<file path="src/include/usb_rx_config.svh">
`ifndef USB_RX_CONFIG_SVH
`define USB_RX_CONFIG_SVH

// Merger FIFO beats, one of them held back for the status beat
`define USB_RX_FIFO_DEPTH 16

// Credits held by the merger after reset
`define USB_RX_CREDITS 4

// CRC16 register after a data payload and its CRC, x^15 as the MSB
`define USB_CRC16_RESIDUE 16'h800d

// CRC5 remainder xor the bit-reversed token CRC field when they agree
`define USB_CRC5_RESIDUE 5'h1f

`endif

</file>
<file path="src/logic/usb_rx_pkg.sv">
`default_nettype none

package usb_rx_pkg;

  // Low two PID bits
  typedef enum logic [1:0] {
    PID_SPECIAL   = 2'b00,
    PID_TOKEN     = 2'b01,
    PID_HANDSHAKE = 2'b10,
    PID_DATA      = 2'b11
  } pid_class_e;

  // First four follow PID bits 3:2 of the token PIDs
  typedef enum logic [2:0] {
    TOK_OUT   = 3'd0,
    TOK_SOF   = 3'd1,
    TOK_IN    = 3'd2,
    TOK_SETUP = 3'd3,
    TOK_PING  = 3'd4
  } token_kind_e;

  typedef enum logic [1:0] {
    FR_IDLE,
    FR_PID,
    FR_BODY
  } framer_state_e;

  typedef enum logic [1:0] {
    ST_OK        = 2'd0,
    ST_CRC_ERROR = 2'd1,
    ST_RX_ERROR  = 2'd2,
    ST_OVERFLOW  = 2'd3
  } rx_status_e;

  // Upper nibble carries the complement of the lower one
  function automatic logic pid_is_valid(input logic [7:0] pid);
    return pid[3:0] == ~pid[7:4];
  endfunction

  // Token PIDs plus PING, which shares the token layout
  function automatic logic pid_is_token(input logic [3:0] pid);
    return pid[1:0] == PID_TOKEN || pid == 4'b0100;
  endfunction

  // x^5 + x^2 + 1 over the 11 token bits, bit 0 first
  function automatic logic [4:0] crc5(input logic [10:0] d);
    logic [4:0] r;
    logic fb;
    int i;
    r = 5'h1f;
    for (i = 0; i < 11; i++) begin
      fb = d[i] ^ r[4];
      r = {r[3:0], 1'b0};
      if (fb) begin
        r = r ^ 5'h05;
      end
    end
    return r;
  endfunction

  // x^16 + x^15 + x^2 + 1, one byte LSB first onto the running value
  function automatic logic [15:0] crc16(input logic [7:0] d, input logic [15:0] c);
    logic [15:0] r;
    logic fb;
    int i;
    r = c;
    for (i = 0; i < 8; i++) begin
      fb = d[i] ^ r[15];
      r = {r[14:0], 1'b0};
      if (fb) begin
        r = r ^ 16'h8005;
      end
    end
    return r;
  endfunction

endpackage

`default_nettype wire

</file>
<file path="src/logic/usb_byte_if.sv">
`timescale 1ns/100ps
`default_nettype none

interface usb_byte_if;
  // No handshake, a beat is taken whenever valid is high
  logic valid;
  // PID byte of a packet
  logic first;
  // Closing beat without data
  logic last;
  // Packet cut short by RxError or a dir drop
  logic abort;
  logic [7:0] data;

  modport source (output valid, first, last, abort, data);

  modport sink (input valid, first, last, abort, data);

endinterface

`default_nettype wire

</file>
<file path="src/logic/ulpi_rx_framer.sv">
`timescale 1ns/100ps
`default_nettype none

module ulpi_rx_framer (
  input wire logic       clock,
  input wire logic       reset,
  input wire logic       ulpi_dir_i,
  input wire logic       ulpi_nxt_i,
  input wire logic [7:0] ulpi_data_i,
  usb_byte_if.source     bytes_o
);
  import usb_rx_pkg::*;

  framer_state_e state_q;
  logic dir_q;
  logic rx_cmd;
  logic rx_byte;
  logic rx_error;
  logic rx_end;

  // Bus owned by the PHY past turnaround, nxt tells data from RX_CMD
  assign rx_cmd = ulpi_dir_i && dir_q && !ulpi_nxt_i;
  assign rx_byte = ulpi_dir_i && dir_q && ulpi_nxt_i;

  // RxEvent sits in bits 5:4, 2'b11 means RxError
  assign rx_error = rx_cmd && ulpi_data_i[5:4] == 2'b11;

  // RxActive gone, RxError, or the PHY released the bus
  assign rx_end = (rx_cmd && !ulpi_data_i[4]) || rx_error || !ulpi_dir_i;

  always_ff @(posedge clock) begin
    if (reset) begin
      state_q <= FR_IDLE;
      dir_q <= 1'b0;
      bytes_o.valid <= 1'b0;
      bytes_o.first <= 1'b0;
      bytes_o.last <= 1'b0;
      bytes_o.abort <= 1'b0;
    end else begin
      dir_q <= ulpi_dir_i;
      bytes_o.valid <= 1'b0;
      bytes_o.first <= 1'b0;
      bytes_o.last <= 1'b0;
      bytes_o.abort <= 1'b0;
      case (state_q)
        FR_IDLE: begin
          if (rx_cmd && ulpi_data_i[4] && !rx_error) begin
            state_q <= FR_PID;
          end
        end
        FR_PID: begin
          // Nothing received yet, so an end here leaves no packet
          if (rx_end) begin
            state_q <= FR_IDLE;
          end else if (rx_byte) begin
            bytes_o.valid <= 1'b1;
            bytes_o.first <= 1'b1;
            state_q <= FR_BODY;
          end
        end
        FR_BODY: begin
          if (rx_end) begin
            bytes_o.valid <= 1'b1;
            bytes_o.last <= 1'b1;
            bytes_o.abort <= rx_error || !ulpi_dir_i;
            state_q <= FR_IDLE;
          end else if (rx_byte) begin
            bytes_o.valid <= 1'b1;
          end
        end
        default: state_q <= FR_IDLE;
      endcase
    end
  end

  always_ff @(posedge clock) begin
    if (rx_byte) begin
      bytes_o.data <= ulpi_data_i;
    end
  end

endmodule

`default_nettype wire

</file>
<file path="src/logic/usb_token_parser.sv">
`timescale 1ns/100ps
`default_nettype none

`include "usb_rx_config.svh"

module usb_token_parser (
  input wire logic                 clock,
  input wire logic                 reset,
  usb_byte_if.sink                 bytes_i,
  output logic                     tok_done_o,
  output logic                     tok_ok_o,
  output usb_rx_pkg::token_kind_e  tok_kind_o,
  output logic [6:0]               tok_addr_o,
  output logic [3:0]               tok_endp_o
);
  import usb_rx_pkg::*;

  logic pid_ok_q;
  logic tok_pid_q;
  // Bytes after the PID, stops counting at 3
  logic [1:0] len_q;
  logic [10:0] field_q;
  logic [4:0] crc_rev_q;
  logic end_beat;
  logic crc_match;

  assign end_beat = bytes_i.valid && bytes_i.last;
  assign crc_match = (crc5(field_q) ^ crc_rev_q) == `USB_CRC5_RESIDUE;

  // Address in the low seven field bits, endpoint above
  assign tok_addr_o = field_q[6:0];
  assign tok_endp_o = field_q[10:7];

  always_ff @(posedge clock) begin
    if (reset) begin
      tok_done_o <= 1'b0;
      tok_ok_o <= 1'b0;
    end else begin
      tok_done_o <= end_beat;
      tok_ok_o <= end_beat && !bytes_i.abort && tok_pid_q && pid_ok_q &&
                  len_q == 2'd2 && crc_match;
    end
  end

  always_ff @(posedge clock) begin
    if (bytes_i.valid && bytes_i.first) begin
      pid_ok_q <= pid_is_valid(bytes_i.data);
      tok_pid_q <= pid_is_token(bytes_i.data[3:0]);
      if (pid_class_e'(bytes_i.data[1:0]) == PID_TOKEN) begin
        tok_kind_o <= token_kind_e'({1'b0, bytes_i.data[3:2]});
      end else begin
        tok_kind_o <= TOK_PING;
      end
      len_q <= 2'd0;
    end else if (bytes_i.valid && !bytes_i.last) begin
      case (len_q)
        2'd0: field_q[7:0] <= bytes_i.data;
        2'd1: begin
          field_q[10:8] <= bytes_i.data[2:0];
          // CRC5 arrives x^4 first in bit 3
          crc_rev_q <= {bytes_i.data[3], bytes_i.data[4], bytes_i.data[5],
                        bytes_i.data[6], bytes_i.data[7]};
        end
        default: ;
      endcase
      if (len_q != 2'd3) begin
        len_q <= len_q + 2'd1;
      end
    end
  end

endmodule

`default_nettype wire

</file>
<file path="src/logic/usb_crc16_checker.sv">
`timescale 1ns/100ps
`default_nettype none

`include "usb_rx_config.svh"

module usb_crc16_checker (
  input wire logic                clock,
  input wire logic                reset,
  usb_byte_if.sink                bytes_i,
  output logic                    chk_done_o,
  output usb_rx_pkg::rx_status_e  chk_status_o,
  output logic                    is_token_o
);
  import usb_rx_pkg::*;

  pid_class_e class_q;
  logic pid_ok_q;
  // Any byte after the PID
  logic body_q;
  logic [15:0] crc_q;
  rx_status_e status_w;

  always_comb begin
    if (bytes_i.abort || !pid_ok_q) begin
      status_w = ST_RX_ERROR;
    end else begin
      case (class_q)
        PID_HANDSHAKE: status_w = body_q ? ST_RX_ERROR : ST_OK;
        PID_DATA: status_w = (crc_q == `USB_CRC16_RESIDUE) ? ST_OK : ST_CRC_ERROR;
        PID_TOKEN: status_w = ST_OK;
        // PING is the only special PID taken here
        default: status_w = is_token_o ? ST_OK : ST_RX_ERROR;
      endcase
    end
  end

  always_ff @(posedge clock) begin
    if (reset) begin
      chk_done_o <= 1'b0;
    end else begin
      chk_done_o <= bytes_i.valid && bytes_i.last;
    end
  end

  always_ff @(posedge clock) begin
    if (bytes_i.valid && bytes_i.first) begin
      class_q <= pid_class_e'(bytes_i.data[1:0]);
      pid_ok_q <= pid_is_valid(bytes_i.data);
      is_token_o <= pid_is_token(bytes_i.data[3:0]);
      body_q <= 1'b0;
      crc_q <= 16'hffff;
    end else if (bytes_i.valid && !bytes_i.last) begin
      body_q <= 1'b1;
      crc_q <= crc16(bytes_i.data, crc_q);
    end
    if (bytes_i.valid && bytes_i.last) begin
      chk_status_o <= status_w;
    end
  end

endmodule

`default_nettype wire

</file>
<file path="src/logic/usb_rx_merger.sv">
`timescale 1ns/100ps
`default_nettype none

`include "usb_rx_config.svh"

module usb_rx_merger (
  input wire logic                      clock,
  input wire logic                      reset,
  usb_byte_if.sink                      bytes_i,
  input wire logic                      tok_done_i,
  input wire logic                      tok_ok_i,
  input wire usb_rx_pkg::token_kind_e   tok_kind_i,
  input wire logic [6:0]                tok_addr_i,
  input wire logic [3:0]                tok_endp_i,
  input wire logic                      chk_done_i,
  input wire usb_rx_pkg::rx_status_e    chk_status_i,
  input wire logic                      is_token_i,
  input wire logic                      credit_return_i,
  output logic                          rx_valid_o,
  output logic [7:0]                    rx_data_o,
  output logic [3:0]                    rx_pid_o,
  output logic                          rx_last_o,
  output usb_rx_pkg::rx_status_e        rx_status_o,
  output logic                          tok_valid_o,
  output usb_rx_pkg::token_kind_e       tok_kind_o,
  output logic [6:0]                    tok_addr_o,
  output logic [3:0]                    tok_endp_o,
  output logic                          sof_o
);
  import usb_rx_pkg::*;

  localparam int AW = $clog2(`USB_RX_FIFO_DEPTH);
  localparam int CW = $clog2(`USB_RX_CREDITS + 1) + 1;
  localparam logic [AW:0] DEPTH = (AW + 1)'(`USB_RX_FIFO_DEPTH);

  // Each entry is {last, data}, a status beat keeps its status in data[1:0]
  logic [8:0] fifo_mem [`USB_RX_FIFO_DEPTH];
  logic [AW:0] wr_ptr_q;
  logic [AW:0] rd_ptr_q;
  logic [AW:0] fill;
  logic [CW-1:0] credit_q;
  logic active_q;
  logic overflow_q;
  logic out_first_q;
  logic full;
  logic room;
  logic take;
  logic wr_byte;
  logic drop;
  logic status_wr;
  logic pop;
  logic [8:0] head;
  rx_status_e status_w;

  assign fill = wr_ptr_q - rd_ptr_q;
  assign full = fill == DEPTH;
  assign room = fill < DEPTH - 1'b1;

  // A packet opens on its PID unless it is a token or not even a status beat fits
  assign take = bytes_i.valid && !bytes_i.last &&
                (bytes_i.first ? (!pid_is_token(bytes_i.data[3:0]) && !full) : active_q);
  assign wr_byte = take && room;
  assign drop = take && !room;
  assign status_wr = chk_done_i && active_q && !is_token_i;
  assign status_w = overflow_q ? ST_OVERFLOW : chk_status_i;

  assign head = fifo_mem[rd_ptr_q[AW-1:0]];
  // The beat already on the output spends a credit too
  assign pop = fill != '0 && credit_q > CW'(rx_valid_o);

  always_ff @(posedge clock) begin
    if (reset) begin
      wr_ptr_q <= '0;
      rd_ptr_q <= '0;
      credit_q <= CW'(`USB_RX_CREDITS);
      active_q <= 1'b0;
      overflow_q <= 1'b0;
      out_first_q <= 1'b1;
      rx_valid_o <= 1'b0;
      rx_last_o <= 1'b0;
      tok_valid_o <= 1'b0;
      sof_o <= 1'b0;
    end else begin
      if (status_wr || wr_byte) begin
        wr_ptr_q <= wr_ptr_q + 1'b1;
      end
      if (pop) begin
        rd_ptr_q <= rd_ptr_q + 1'b1;
        out_first_q <= head[8];
      end
      credit_q <= credit_q - CW'(rx_valid_o) + CW'(credit_return_i);
      if (bytes_i.valid && bytes_i.first) begin
        active_q <= take;
        overflow_q <= drop;
      end else begin
        if (drop) begin
          overflow_q <= 1'b1;
        end
        if (chk_done_i) begin
          active_q <= 1'b0;
        end
      end
      rx_valid_o <= pop;
      rx_last_o <= pop && head[8];
      tok_valid_o <= tok_done_i && tok_ok_i;
      sof_o <= tok_done_i && tok_ok_i && tok_kind_i == TOK_SOF;
    end
  end

  always_ff @(posedge clock) begin
    if (status_wr) begin
      fifo_mem[wr_ptr_q[AW-1:0]] <= {1'b1, 6'd0, status_w};
    end else if (wr_byte) begin
      fifo_mem[wr_ptr_q[AW-1:0]] <= {1'b0, bytes_i.data};
    end
    if (pop) begin
      rx_data_o <= head[7:0];
      rx_status_o <= head[8] ? rx_status_e'(head[1:0]) : ST_OK;
      // PID of the packet now leaving, taken from its first beat
      if (out_first_q) begin
        rx_pid_o <= head[3:0];
      end
    end
    if (tok_done_i) begin
      tok_kind_o <= tok_kind_i;
      tok_addr_o <= tok_addr_i;
      tok_endp_o <= tok_endp_i;
    end
  end

endmodule

`default_nettype wire

</file>
<file path="src/logic/usb_ulpi_rx.sv">
`timescale 1ns/100ps
`default_nettype none

module usb_ulpi_rx (
  input wire logic                 clock,
  input wire logic                 reset,
  input wire logic                 ulpi_dir_i,
  input wire logic                 ulpi_nxt_i,
  input wire logic [7:0]           ulpi_data_i,
  input wire logic                 credit_return_i,
  output logic                     rx_valid_o,
  output logic [7:0]               rx_data_o,
  output logic [3:0]               rx_pid_o,
  output logic                     rx_last_o,
  output usb_rx_pkg::rx_status_e   rx_status_o,
  output logic                     tok_valid_o,
  output usb_rx_pkg::token_kind_e  tok_kind_o,
  output logic [6:0]               tok_addr_o,
  output logic [3:0]               tok_endp_o,
  output logic                     sof_o
);
  import usb_rx_pkg::*;

  usb_byte_if bytes ();

  logic tok_done;
  logic tok_ok;
  token_kind_e tok_kind;
  logic [6:0] tok_addr;
  logic [3:0] tok_endp;
  logic chk_done;
  rx_status_e chk_status;
  logic is_token;

  ulpi_rx_framer u_framer (
    .clock       (clock),
    .reset       (reset),
    .ulpi_dir_i  (ulpi_dir_i),
    .ulpi_nxt_i  (ulpi_nxt_i),
    .ulpi_data_i (ulpi_data_i),
    .bytes_o     (bytes.source)
  );

  // Parser and checker see the same beats
  usb_token_parser u_parser (
    .clock      (clock),
    .reset      (reset),
    .bytes_i    (bytes.sink),
    .tok_done_o (tok_done),
    .tok_ok_o   (tok_ok),
    .tok_kind_o (tok_kind),
    .tok_addr_o (tok_addr),
    .tok_endp_o (tok_endp)
  );

  usb_crc16_checker u_checker (
    .clock        (clock),
    .reset        (reset),
    .bytes_i      (bytes.sink),
    .chk_done_o   (chk_done),
    .chk_status_o (chk_status),
    .is_token_o   (is_token)
  );

  usb_rx_merger u_merger (
    .clock           (clock),
    .reset           (reset),
    .bytes_i         (bytes.sink),
    .tok_done_i      (tok_done),
    .tok_ok_i        (tok_ok),
    .tok_kind_i      (tok_kind),
    .tok_addr_i      (tok_addr),
    .tok_endp_i      (tok_endp),
    .chk_done_i      (chk_done),
    .chk_status_i    (chk_status),
    .is_token_i      (is_token),
    .credit_return_i (credit_return_i),
    .rx_valid_o      (rx_valid_o),
    .rx_data_o       (rx_data_o),
    .rx_pid_o        (rx_pid_o),
    .rx_last_o       (rx_last_o),
    .rx_status_o     (rx_status_o),
    .tok_valid_o     (tok_valid_o),
    .tok_kind_o      (tok_kind_o),
    .tok_addr_o      (tok_addr_o),
    .tok_endp_o      (tok_endp_o),
    .sof_o           (sof_o)
  );

endmodule

`default_nettype wire

</file>
<file path="config.mk">
export PLATFORM = sky130hd
export DESIGN_NAME = usb_ulpi_rx
export DESIGN_NICKNAME = d
export VERILOG_FILES = /design/src/logic/usb_rx_pkg.sv /design/src/logic/usb_byte_if.sv /design/src/logic/ulpi_rx_framer.sv /design/src/logic/usb_token_parser.sv /design/src/logic/usb_crc16_checker.sv /design/src/logic/usb_rx_merger.sv /design/src/logic/usb_ulpi_rx.sv
export VERILOG_INCLUDE_DIRS = /design/src /design/src/include
export SDC_FILE = /design/constraint.sdc
export NUM_CORES = 1
export LEC_CHECK = 0
export BUFFER_PORTS_ARGS = -buffer_cell sky130_fd_sc_hd__buf_2
export CAP_MARGIN = 20
export CORE_UTILIZATION = 35
export CTS_CLUSTER_DIAMETER = 120
export DETAILED_ROUTE_END_ITERATION = 10
export PLACE_DENSITY_LB_ADDON = 0.08
export SLEW_MARGIN = 20
export SYNTH_ARGS = -nofsm -noshare
export SYNTH_HDL_FRONTEND = slang
export SYNTH_HIERARCHICAL = 1
export SYNTH_SLANG_ARGS = --single-unit
</file>
<file path="constraint.sdc">
create_clock -name clock -period 3.1 [get_ports clock]
set_input_delay 0.62 -clock clock [delete_from_list [all_inputs] [get_ports clock]]
set_output_delay 0.62 -clock clock [all_outputs]
set_load 0.005 [all_outputs]
</file>
After elaboration in Yosys (flattened, before gate mapping)
Memory sizes are Yosys's and may differ from the RTL's. A register that Yosys moved wholly into a read port is not among the register bits.
Cells that the tools add are included.
{"block": "totals", "ff_bits": 110, "mem_bits_rw": 144, "in_bits": 13, "word_cells": 225, "memories": 1}
{"memory": "u_merger.fifo_mem", "depth": 16, "word_bits": 9, "rd": 1, "rd_clocked_by_memory_dff": 1, "write_ports": 1, "line": "usb_rx_merger.sv:37", "source": "logic [8:0] fifo_mem [`USB_RX_FIFO_DEPTH];"}
{"block": "op_classes", "addsub": 6, "order_cmp": 2, "eq_ne": 19, "mux": 62, "n_bitwise": 43, "reduce_logical": 55}
{"operator": "two-way mux 16 bit", "n": 22}
{"operator": "two-way mux 3 bit", "n": 12}
{"operator": "logical AND 1 bit", "n": 25}
{"operator": "inverter 3 bit", "n": 8}
{"operator": "inverter 2 bit", "n": 10}
{"operator": "equality test 16 bit, second input constant", "n": 1}
{"operator": "XOR 1 bit", "n": 16}
{"operator": "two-way mux 1 bit", "n": 15}
{"operator": "two-way mux 2 bit", "n": 7}
{"operator": "case mux 2 bit (3 select lines)", "n": 2}
{"operator": "logical NOT 1 bit", "n": 11}
{"operator": "adder 5 x 1 -> 5 bit, second input constant", "n": 2}
{"operator": "equality test 2 bit, second input constant", "n": 5}
{"operator": "equality test 5 bit, second input constant", "n": 2}
{"operator": "two-way mux 9 bit", "n": 1}
{"operator": "AND reduction 3 bit", "n": 3}
{"operator": "equality test 2 x 1 -> 1 bit, second input constant", "n": 4}
{"operator": "two-way mux 4 bit", "n": 2}
{"operator": "logical OR 1 bit", "n": 6}
{"operator": "less-than comparator 5 x 4 -> 1 bit, second input constant", "n": 1}
{"operator": "nonzero test 5 bit", "n": 1}
{"operator": "subtractor 5 bit", "n": 1}
{"operator": "XOR 5 bit", "n": 1}
{"operator": "adder 4 x 1 -> 4 bit", "n": 1}
{"operator": "other kinds (19)", "n": 28}

Logic depth before layout (Yosys ltp)
Gate-level depths: netlist of the first run.
{"block": "logic_depth", "ltp_word": 30, "mapped_depth": 11, "ltp_nobuf": 11}

Modules after synthesis
The synthesis of the first run kept the hierarchy.
{"mod": "usb_rx_merger", "n_inst": 1, "cells_per_inst": 410, "area_per_inst_um2": 7746.2}
{"mod": "usb_crc16_checker", "n_inst": 1, "cells_per_inst": 117, "area_per_inst_um2": 1149.9}
{"mod": "usb_token_parser", "n_inst": 1, "cells_per_inst": 80, "area_per_inst_um2": 1124.8}
{"mod": "ulpi_rx_framer", "n_inst": 1, "cells_per_inst": 51, "area_per_inst_um2": 630.6}

Worst setup path after synthesis of the first run
No wires, ideal clock.
{"block": "synth_path", "path_type": "register to register", "startpoint": "register u_merger.wr_ptr_q[0]", "endpoint": "memory u_merger.fifo_mem[0][0] (enable)", "arrival_time_ps": 2896, "required_time_ps": 2713, "slack_ps": -183, "path_stages_with_launch": 11, "period_less_slack_ps": 3283, "cell_sequence": "dfxtp_1 -> inv_1 -> ha_1 -> inv_1 -> fa_1 -> a21o_1 -> a21oi_2 -> xnor2_2 -> o31ai_1 -> nand2_1 -> nor3_1"}
{"block": "synth_via", "elab_chain_cells": 11, "elab_cells_between_ends": 12, "cone_classes": "1 x add/sub; 1 x order compare; 1 x eq/ne; 4 x mux; 1 x bitwise; 4 x reduce/logical"}
{"element": "start, declared", "line": "usb_rx_merger.sv:38", "source": "logic [AW:0] wr_ptr_q;"}
{"element": "start signal, assigned", "line": "usb_rx_merger.sv:85", "source": "wr_ptr_q <= wr_ptr_q + 1'b1;"}
{"element": "subtractor 5 bit", "line": "usb_rx_merger.sv:55", "source": "assign fill = wr_ptr_q - rd_ptr_q;"}
{"element": "equality test 5 bit", "line": "usb_rx_merger.sv:56", "source": "assign full = fill == DEPTH;"}
{"element": "logical NOT 1 bit", "line": "usb_rx_merger.sv:61", "source": "(bytes_i.first ? (!pid_is_token(bytes_i.data[3:0]) && !full) : active_q);"}
{"element": "logical AND 1 bit", "line": "usb_rx_merger.sv:61"}
{"element": "two-way mux 1 bit", "line": "usb_rx_merger.sv:61"}
{"element": "logical AND 1 bit", "line": "usb_rx_merger.sv:60", "source": "assign take = bytes_i.valid && !bytes_i.last &&"}
{"element": "logical AND 1 bit", "line": "usb_rx_merger.sv:62", "source": "assign wr_byte = take && room;"}
{"element": "two-way mux 1 bit", "line": "usb_rx_merger.sv:113", "source": "end else if (wr_byte) begin"}
{"element": "two-way mux 1 bit", "line": "usb_rx_merger.sv:111", "source": "if (status_wr) begin"}
{"element": "two-way mux 1 bit (implied by the code)", "line": "usb_rx_merger.sv:114", "source": "fifo_mem[wr_ptr_q[AW-1:0]] <= {1'b0, bytes_i.data};"}
{"element": "OR 1 bit (no source line)"}
{"element": "end, declared", "line": "usb_rx_merger.sv:37"}
Parallel ways exist; a longest one is shown, timed or not.

Final worst setup path of the first run
{"block": "layout_path", "startpoint": "register u_merger.rd_ptr_q[0]", "endpoint": "register u_merger.rd_ptr_q[0]"}
{"block": "layout_via", "elab_chain_cells": 3, "elab_cells_between_ends": 4, "cone_classes": "2 x add/sub; 2 x reduce/logical"}
{"element": "start, declared", "line": "usb_rx_merger.sv:39", "source": "logic [AW:0] rd_ptr_q;"}
{"element": "start signal, assigned", "line": "usb_rx_merger.sv:88", "source": "rd_ptr_q <= rd_ptr_q + 1'b1;"}
{"element": "subtractor 5 bit", "line": "usb_rx_merger.sv:55"}
{"element": "nonzero test 5 bit", "line": "usb_rx_merger.sv:69", "source": "assign pop = fill != '0 && credit_q > CW'(rx_valid_o);"}
{"element": "logical AND 1 bit", "line": "usb_rx_merger.sv:69"}
{"element": "named net u_merger.pop", "line": "usb_rx_merger.sv:51", "source": "logic pop;"}
The timed path passes the listed nets, and every way through them passes these cells.
A chain may end at the register's enable or synchronous reset.

==> flow_summary.ini, run 1 <==
[floorplan]
start_util_pct = 35.7
fp.dieW_um = 176
rows = 63
num_io_pins = 45
coreArea_mm2 = 0.0298
dieArea_mm2 = 0.0311
die_h_um = 176

[critical_path]
worstPathMaxFanout = 16
endpoint_kind = flop
worstSetupPathType = reg2reg
cp_data_arrival_time_ns = 3.26
r2r_start = u_merger/rd_ptr_q[0]
worstSetupStartpoint = u_merger/rd_ptr_q[0]
path_buf_inv = 3
start_kind = flop
worst-endpoint-required_ns = 3.49
cp_top_family = compound AO/OA/AOI/OAI gates
cp_slowest_stage_delay_ns = 0.47
crit_chain = ha_1 -> inv_1 -> fa_1 -> a21o_1 -> a21oi_2 -> xnor2_2 -> buf_4 -> o41ai_4 -> inv_4 -> xnor2_1 -> nor2_1
cpMaxStageDelayCell = o41ai_4

[hold_path]
holdCritPathClass = in2reg
min_from = ulpi_data_i[6]

[grt]
grt_pass1_vias = 6118
grt_use_total_pct = 15.2
grt_pass1_wl_mm = 35.6
antenna_found_initial = 0
grt_max_degree = 37
globalRouteOverflowTotal = 0

[yosys]
yosysTopAreaCell = edfxtp_1
ys_types = 58
avgSynthCellArea_um2 = 16.2
ys.flop_type = edfxtp_1
synth_top_area_share_pct = 58.4
synth_cells = 658
synth_warnings = 6
netlist_area_mm2 = 0.0107
synth_edf_count = 207
ys_seq_elements = 261
synthXorXnorAreaFrac_pct = 4.91
yosys-mux-area-fraction_pct = 9.91
synth_common_cells = edfxtp_1, dfxtp_1, mux4_2
synth_top_family_by_area = multiplexers
synth.most_common_cell = edfxtp_1
seq_area_frac_synth_pct = 68.5
synthArstFlopShare_pct = 0
synthSimpleGateAreaFrac_pct = 7.52
synth-compound-area-share_pct = 4.19
synthAdderAreaFrac_pct = 2.96
synth_fp_nets = 695
synth_area_leaders = edfxtp_1, dfxtp_1, mux4_2

[routing]
ant_nets = 0
drc_errors = 0
firstDrtPassIters = 4
wl_mm = 22.7
wire_per_inst_um = 19.4
routed_via_density = 4.82
drt-initial-drc-count = 238
dr_total_vias = 5651

[sta]
finalSetupTns_ns = 0
slew_violations = 0
worstMarginPinSlew_ns = 0.886
fin_skew_ns = 0.00658
rsz0062_at_grt = no
hold_viol = 0
fmax_mhz = 349
slew_headroom_pct = 40.9
hold_ws_ns = 0.262
setup_viol = 0
period_share_pct = 92.5
period_needed_ns = 2.87

[place]
place.port_buffers = 44
dp.final_hpwl_mm = 15.9
dpl_cell_area_mm2 = 0.0117
gp_congestion = 0.811

[power]
finalPower_mw = 8.78
power_density_mw_per_mm2 = 691
irDropWorstVdd_v = 0.000389
p_leak_nw = 4.14

[clock_tree]
numCtsBuffers = 29
clock_latency_ns = 0.53
cts_tree = done
clk_root_buffer_cell = clkbuf_16
clock_path_buffers = 3
clkSlewWorstSetupHoldPaths_ns = 0.06
cts_resized = 0
htreeDepth = 1
postCtsHoldBufs = 0
cts_setup_buffers = 0
clock_sinks = 261

[job]
maxCapViolCount = 0

[final_layout]
drive_above_1_share_pct = 26.0
nets = 801
diodes = 0
area_delta_synth_final_pct = 19.3
stdcell_area_mm2 = 0.0127

[status]
status = complete, no violations
## cells by family after synthesis
group | after synthesis
multiplexers | 49
buffers and inverters | 53
flip-flops | 261
AND/OR/NAND/NOR | 155
adder cells (fa/ha/maj) | 24
AO/OA/AOI/OAI | 62
XOR/XNOR | 54
## power by group
| group | switching (mW) | internal [mW] | leakage (nW) |
|---|---|---|---|
| sequential | 0.118 | 3.88 | 2.14 |
| combinational | 0.664 | 0.593 | 1.52 |
| clock | 1.30 | 2.22 | 0.481 |
| total | 2.08 | 6.69 | 4.14 |
## per-stage QoR
stage,worst slack [ns],cells,util (%)
final,0.233,1172,42.7
after detailed placement,0.158,1123,39.4
after CTS,0.143,1172,42.7
after global routing,0.0224,1172,42.7
after floorplan,-0.181,658,-
after global placement,0.197,1123,39.4
## registers in the layout (all words and copies together), names as in the netlist, 3 cells and up, named ones only
register and count:
u_merger/rx_pid_o 4, u_merger/rd_ptr_q 5, u_merger/tok_endp_o 4, u_merger/tok_addr_o 7, u_merger/rx_data_o 8, u_framer/bytes_o.data 8
u_parser/tok_kind_o 3, u_merger/fifo_mem 144, u_parser/crc_rev_q 5, u_merger/wr_ptr_q 5, u_checker/crc_q 16, u_merger/tok_kind_o 3
u_merger/credit_q 4, u_parser/field_q 11
## path summary, 6_finish.rpt
kind                         endpoint  slack [ns]  depth (start not counted)
min          u_framer/bytes_o.data[6]        0.26                          1
min reg2reg    u_merger/tok_endp_o[1]        0.48                          0
max reg2reg      u_merger/rd_ptr_q[0]        0.23                         11
max              u_merger/rd_ptr_q[0]        0.23                         11
## layer usage
metal	global-route usage (%)	wire length, um	up-vias
li1	-	-	2682
met1	18.7	9650	2848
met2	27.8	11900	85
met3	2.28	724	36
met4	4.02	460	0
met5	0	0	-
## cell type report
cell class	count	area, um^2
fillers	2717	17100
flip-flops and latches	261	7300
multi-input cells	344	3150
clock buffers	36	762
repair buffers	93	663
well taps	390	488
clock inverters	13	214
inverters	35	134
## layout by cell type (no fill, tap or decap), types with 7 or more instances in the layout
master | netlist | final
a21oi_1 | 20 | 20
and2_1 | 12 | 12
buf_2 | 3 | 44
buf_4 | 2 | 43
clkbuf_16 | 0 | 29
dfxtp_1 | 54 | 53
edfxtp_1 | 207 | 207
ha_1 | 22 | 22
inv_1 | 34 | 34
mux4_2 | 45 | 45
nand2_1 | 33 | 33
nand2b_1 | 12 | 12
nand3_1 | 13 | 13
nor2_1 | 40 | 39
nor2b_1 | 9 | 9
nor3_1 | 8 | 7
o211ai_1 | 11 | 11
o21ai_0 | 9 | 9
xnor2_1 | 41 | 41
xor2_1 | 9 | 9
## worst reg2reg max path, stage by stage (launching register included)
cell	delay, ns
dfxtp_1	0.40
ha_1	0.19
inv_1	0.06
fa_1	0.45
a21o_1	0.19
a21oi_2	0.17
xnor2_2	0.13
buf_4	0.17
o41ai_4	0.47
inv_4	0.21
xnor2_1	0.24
nor2_1	0.06
Power figures use the tool's default switching activity.
==> inputs of run 2 (changes only) <==
--- a/config.mk
+++ b/config.mk
@@ -6,6 +6,7 @@
 export SDC_FILE = /design/constraint.sdc
 export NUM_CORES = 1
 export LEC_CHECK = 0
+export ABC_AREA = 1
 export BUFFER_PORTS_ARGS = -buffer_cell sky130_fd_sc_hd__buf_2
 export CAP_MARGIN = 20
 export CORE_UTILIZATION = 35
@@ -15,5 +16,4 @@
 export SLEW_MARGIN = 20
 export SYNTH_ARGS = -nofsm -noshare
 export SYNTH_HDL_FRONTEND = slang
-export SYNTH_HIERARCHICAL = 1
 export SYNTH_SLANG_ARGS = --single-unit
==> run 2 against run 1 <==
Net effect:
- the flow now finishes with violations (design-rule violations)
- power up 7.2%
- final cell count up 26%
- combinational power up 52%
- worst setup slack worse by 0.079 ns
- critical path type unchanged
- critical endpoint is now u_merger.fifo_mem[4][7]
- highest routed layer unchanged
==> flow_summary.ini, run 2 <==
[status]
status = finished with violations
violations = design-rule violations

[yosys]
ys_types = 41
synth_warnings = 0
ys_seq_elements = 258
synth.most_common_cell = edfxtp_1
synth_edf_count = 205
yosysTopAreaCell = edfxtp_1
netlist_area_mm2 = 0.0111
synth_fp_nets = 1014
synth_common_cells = edfxtp_1, nand2_1, inv_1
ys.flop_type = edfxtp_1
avgSynthCellArea_um2 = 11.3
synth_top_area_share_pct = 55.7
synth_area_leaders = edfxtp_1, dfxtp_1, nand2_1
synthArstFlopShare_pct = 0
synth_cells = 977
seq_area_frac_synth_pct = 65.3

[final_layout]
layout_common_cells = edfxtp_1, nand2_1, inv_1
regArea_mm2 = 0.00722
nets = 1095
final_common_cell = edfxtp_1
drive_above_1_share_pct = 15.7
area_delta_synth_final_pct = 16.5
largest_reg_flops = 144
multi_input_area_mm2 = 0.00325
stdcell_area_mm2 = 0.0129
fin_cells = 1477
diodes = 0
nFillCells = 2943
fin_util_pct = 41.8

[routing]
drc_errors = 6
ant_nets = 0
dr_total_vias = 7239
firstDrtPassIters = 9
drt-initial-drc-count = 480
wl_mm = 26.9
wire_per_inst_um = 18.2
routed_via_density = 4.90

[power]
power_density_mw_per_mm2 = 730
p_int_mw = 6.61
p_leak_nw = 4.99
irDropWorstVdd_v = 0.000451
switching_share_pct = 29.7
p_clk_share_pct = 35.4
seqPwrFrac_pct = 44.3
power_frac_comb_pct = 20.3
power.switching_mw = 2.80
finalPower_mw = 9.41

[sta]
slew_violations = 0
period_share_pct = 95.0
worstMarginPinSlew_ns = 0.880
fmax_mhz = 340
hold_viol = 0
fin_skew_ns = 0.0181
setup_ws_ns = 0.155
setup_viol = 0
rsz0062_at_grt = yes
finalSetupTns_ns = 0
hold_ws_ns = 0.240
slew_headroom_pct = 41.1
period_needed_ns = 2.95

[floorplan]
dieArea_mm2 = 0.0323
start_util_pct = 35.9
num_io_pins = 45
die_h_um = 180
fp.dieW_um = 180
coreArea_mm2 = 0.0308
rows = 64

[place]
dpl_cell_area_mm2 = 0.0119
dp_slack_ns = 0.129
dpl.cell_count = 1423
dp.final_hpwl_mm = 18.4
place.port_buffers = 44
gp_congestion = 0.797

[clock_tree]
clk_root_buffer_cell = clkbuf_16
numCtsBuffers = 29
htreeDepth = 1
cts_tree = done
clock_sinks = 258
clkSlewWorstSetupHoldPaths_ns = 0.06
clock_latency_ns = 0.55
clock_path_buffers = 3

[critical_path]
cpMaxStageDelayCell = nor2_1
endpoint_kind = flop
crit_chain = inv_1 -> ha_1 -> inv_1 -> fa_1 -> nand3_1 -> nand3_1 -> nand2_1 -> nand2_1 -> nand3_1 -> nand2_2 -> nand2_2 -> nand3_4 -> nand2_8 -> nand2_2 -> nor2_1
start_kind = flop
cp_data_arrival_time_ns = 3.12
worstSetupPathType = reg2reg
path_buf_inv = 2
worst-endpoint-required_ns = 3.28
worstPathMaxFanout = 9
cp_top_family = simple AND/OR/NAND/NOR gates
cp_slowest_stage_delay_ns = 0.67

[grt]
antenna_found_initial = 0
grt_max_degree = 44
grt_use_total_pct = 16.7
grt_pass1_wl_mm = 41.3
globalRouteOverflowTotal = 0
grt_pass1_vias = 6974

[hold_path]
holdCritPathClass = in2reg

[job]
maxCapViolCount = 0
==> run 2: logic make-up after synthesis <==
family                   Yosys count  share of synthesized area, %
AND/OR/NAND/NOR                  302                          12.1
flip-flops                       258                          65.3
AO/OA/AOI/OAI                    191                          9.99
buffers and inverters            153                          5.48
multiplexers                      36                          3.26
adder cells (fa/ha/maj)           24                          2.85
XOR/XNOR                          13                          1.10
==> run 2: area by class of cell <==
class	count	share of cell area (%)
multi-input combinational	566	25.3
clock inverter	13	0.825
tap	396	3.85
clock buffer	41	6.45
timing repair buffer	83	4.08
inverter	120	3.50
sequential	258	56.0
==> run 2: power groups by stage <==
stage	combinational [mW]	sequential, mW	clock (mW)
after floorplan	1.33	4.14	0
after global placement	1.93	4.24	0
after detailed placement	1.93	4.24	0
after CTS	1.94	4.17	3.42
after global routing	2.15	4.20	3.56
final	1.91	4.16	3.33
==> run 2: what timing repair did <==
item | CTS | global route
hold buffers | 0 | 0
gates resized for setup | 0 | 7
setup buffers | 0 | 0
endpoints found under the setup margin | 0 | 90
==> run 2: layer usage <==
metal	routed length (um)	vias to the layer above	GRT usage, %
li1	-	3570	-
met1	13200	3509	24.2
met2	12300	126	26.4
met3	997	34	2.51
met4	416	0	3.79
met5	0	-	0
==> run 2: final timing paths <==
path,from,endpoint,slack [ns],cells after the start
setup / recovery,u_merger.wr_ptr_q[0],u_merger.fifo_mem[4][7],0.15,15
hold / removal,ulpi_data_i[0],u_framer.bytes_o.data[0],0.24,1
setup reg to reg,u_merger.wr_ptr_q[0],u_merger.fifo_mem[4][7],0.15,15
hold reg to reg,u_parser.tok_kind_o[2],u_merger.tok_kind_o[2],0.47,0
==> inputs of run 3 (changes only) <==
--- a/config.mk
+++ b/config.mk
@@ -9,7 +9,7 @@
 export ABC_AREA = 1
 export BUFFER_PORTS_ARGS = -buffer_cell sky130_fd_sc_hd__buf_2
 export CAP_MARGIN = 20
-export CORE_UTILIZATION = 35
+export CORE_UTILIZATION = 40
 export CTS_CLUSTER_DIAMETER = 120
 export DETAILED_ROUTE_END_ITERATION = 10
 export PLACE_DENSITY_LB_ADDON = 0.08
==> run 3 against run 2 <==
Net effect:
- the flow now finishes without violations
- fmax fell by 0.59%
- die area is 12% lower
- non-clock buffer count fell by 2
- combinational power hardly changed
- critical path type unchanged
- worst hold slack gained 0.023 ns
==> flow_summary.ini, run 3 (synthesized netlist as in run 2, its figures left out) <==
[status]
status = complete, no violations

[power]
power_frac_comb_pct = 20.8
power.switching_mw = 2.71
p_leak_nw = 4.95
irDropWorstVdd_v = 0.000407
seqPwrFrac_pct = 44.8
p_int_mw = 6.55
switching_share_pct = 29.2
power_density_mw_per_mm2 = 727
p_clk_share_pct = 34.4

[critical_path]
worstSetupPathType = reg2reg
cp_data_arrival_time_ns = 3.12
endpoint_kind = flop
worst-endpoint-required_ns = 3.26
crit_chain = inv_1 -> ha_1 -> inv_1 -> fa_1 -> nand3_1 -> nand3_1 -> nand2_1 -> nand2_1 -> nand3_1 -> nand2_2 -> nand2_2 -> nand3_4 -> nand2_8 -> nand2_2 -> nor2_1
cpMaxStageDelayCell = nor2_1
start_kind = flop
cp_slowest_stage_delay_ns = 0.66
cp_top_family = simple AND/OR/NAND/NOR gates
worstPathMaxFanout = 9
path_buf_inv = 2

[final_layout]
fin_cells = 1417
largest_reg_flops = 144
fin_util_pct = 47.1
nets = 1092
final_common_cell = edfxtp_1
area_delta_synth_final_pct = 15.2
diodes = 0
multi_input_area_mm2 = 0.00326
nFillCells = 2531
regArea_mm2 = 0.00722
stdcell_area_mm2 = 0.0127
drive_above_1_share_pct = 14.5
layout_common_cells = edfxtp_1, nand2_1, inv_1

[grt]
grt_max_degree = 52
grt_pass1_vias = 6830
globalRouteOverflowTotal = 0
grt_pass1_wl_mm = 39.3
antenna_found_initial = 0
grt_use_total_pct = 18.3

[sta]
setup_ws_ns = 0.137
slew_violations = 0
slew_headroom_pct = 44.6
rsz0062_at_grt = yes
setup_viol = 0
worstMarginPinSlew_ns = 0.827
hold_ws_ns = 0.263
period_needed_ns = 2.96
hold_viol = 0
fmax_mhz = 338
period_share_pct = 95.6
fin_skew_ns = 0.0112

[routing]
ant_nets = 0
wl_mm = 25.4
firstDrtPassIters = 6
routed_via_density = 5.01
drc_errors = 0
drt-initial-drc-count = 510
wire_per_inst_um = 17.9
dr_total_vias = 7103

[place]
dpl_cell_area_mm2 = 0.0118
place.port_buffers = 44
dpl.cell_count = 1366
gp_congestion = 0.789
dp.final_hpwl_mm = 17.3
dp_slack_ns = 0.0797

[clock_tree]
clock_path_buffers = 3
clkSlewWorstSetupHoldPaths_ns = 0.06
cts_tree = done
numCtsBuffers = 28
clock_sinks = 258
htreeDepth = 1
clock_latency_ns = 0.54
postCtsHoldBufs = 0
clk_root_buffer_cell = clkbuf_16

[floorplan]
fp.dieW_um = 168
num_io_pins = 45
start_util_pct = 40.9
dieArea_mm2 = 0.0283
coreArea_mm2 = 0.0270
die_h_um = 168
rows = 60

[job]
maxCapViolCount = 0

[hold_path]
holdCritPathClass = in2reg
==> run 3: power groups by stage <==
| stage | registers, mW | clock network [mW] | logic, mW |
|---|---|---|---|
| final | 4.15 | 3.19 | 1.93 |
| after global routing | 4.17 | 3.38 | 2.18 |
| after CTS | 4.15 | 3.26 | 1.95 |
| after detailed placement | 4.22 | 0 | 1.94 |
| after global placement | 4.21 | 0 | 1.95 |
| after floorplan | 4.14 | 0 | 1.33 |
==> run 3: worst paths after layout <==
path,slack [ns],cells past startpoint,end,startpoint
max,0.14,15,u_merger.fifo_mem[5][4],u_merger.wr_ptr_q[0]
min,0.26,1,u_framer.bytes_o.data[0],ulpi_data_i[0]
max reg2reg,0.14,15,u_merger.fifo_mem[5][4],u_merger.wr_ptr_q[0]
min reg2reg,0.43,2,u_merger.tok_valid_o,u_parser.tok_ok_o
==> run 3: area by class of cell <==
type	instances	area share, %
clock buffers	39	6.07
multi-input cells	566	25.6
well taps	341	3.35
clock inverters	12	0.796
flip-flops and latches	258	56.7
repair buffers	81	4.01
inverters	120	3.54
==> run 3: per-layer routing <==
metal  wire length [um]  track usage (%)
met1              12600             27.4
met2              11200             28.0
met3               1170             2.37
met4                407             4.70
met5                  0                0
==> run 3: stage by stage <==
stage | TNS, ns | power [mW]
final | 0 | 9.26
after global routing | -2.01 | 9.73
after CTS | 0 | 9.36
after detailed placement | 0 | 6.16
after global placement | 0 | 6.17
after floorplan | 0 | 5.47
==> run 3: timing repair <==
action | 4_1_cts | 5_1_grt
gates resized for setup | 0 | 8
hold endpoints to repair | 0 | 0
buffers inserted | 0 | 0
endpoints found under the setup margin | 0 | 79
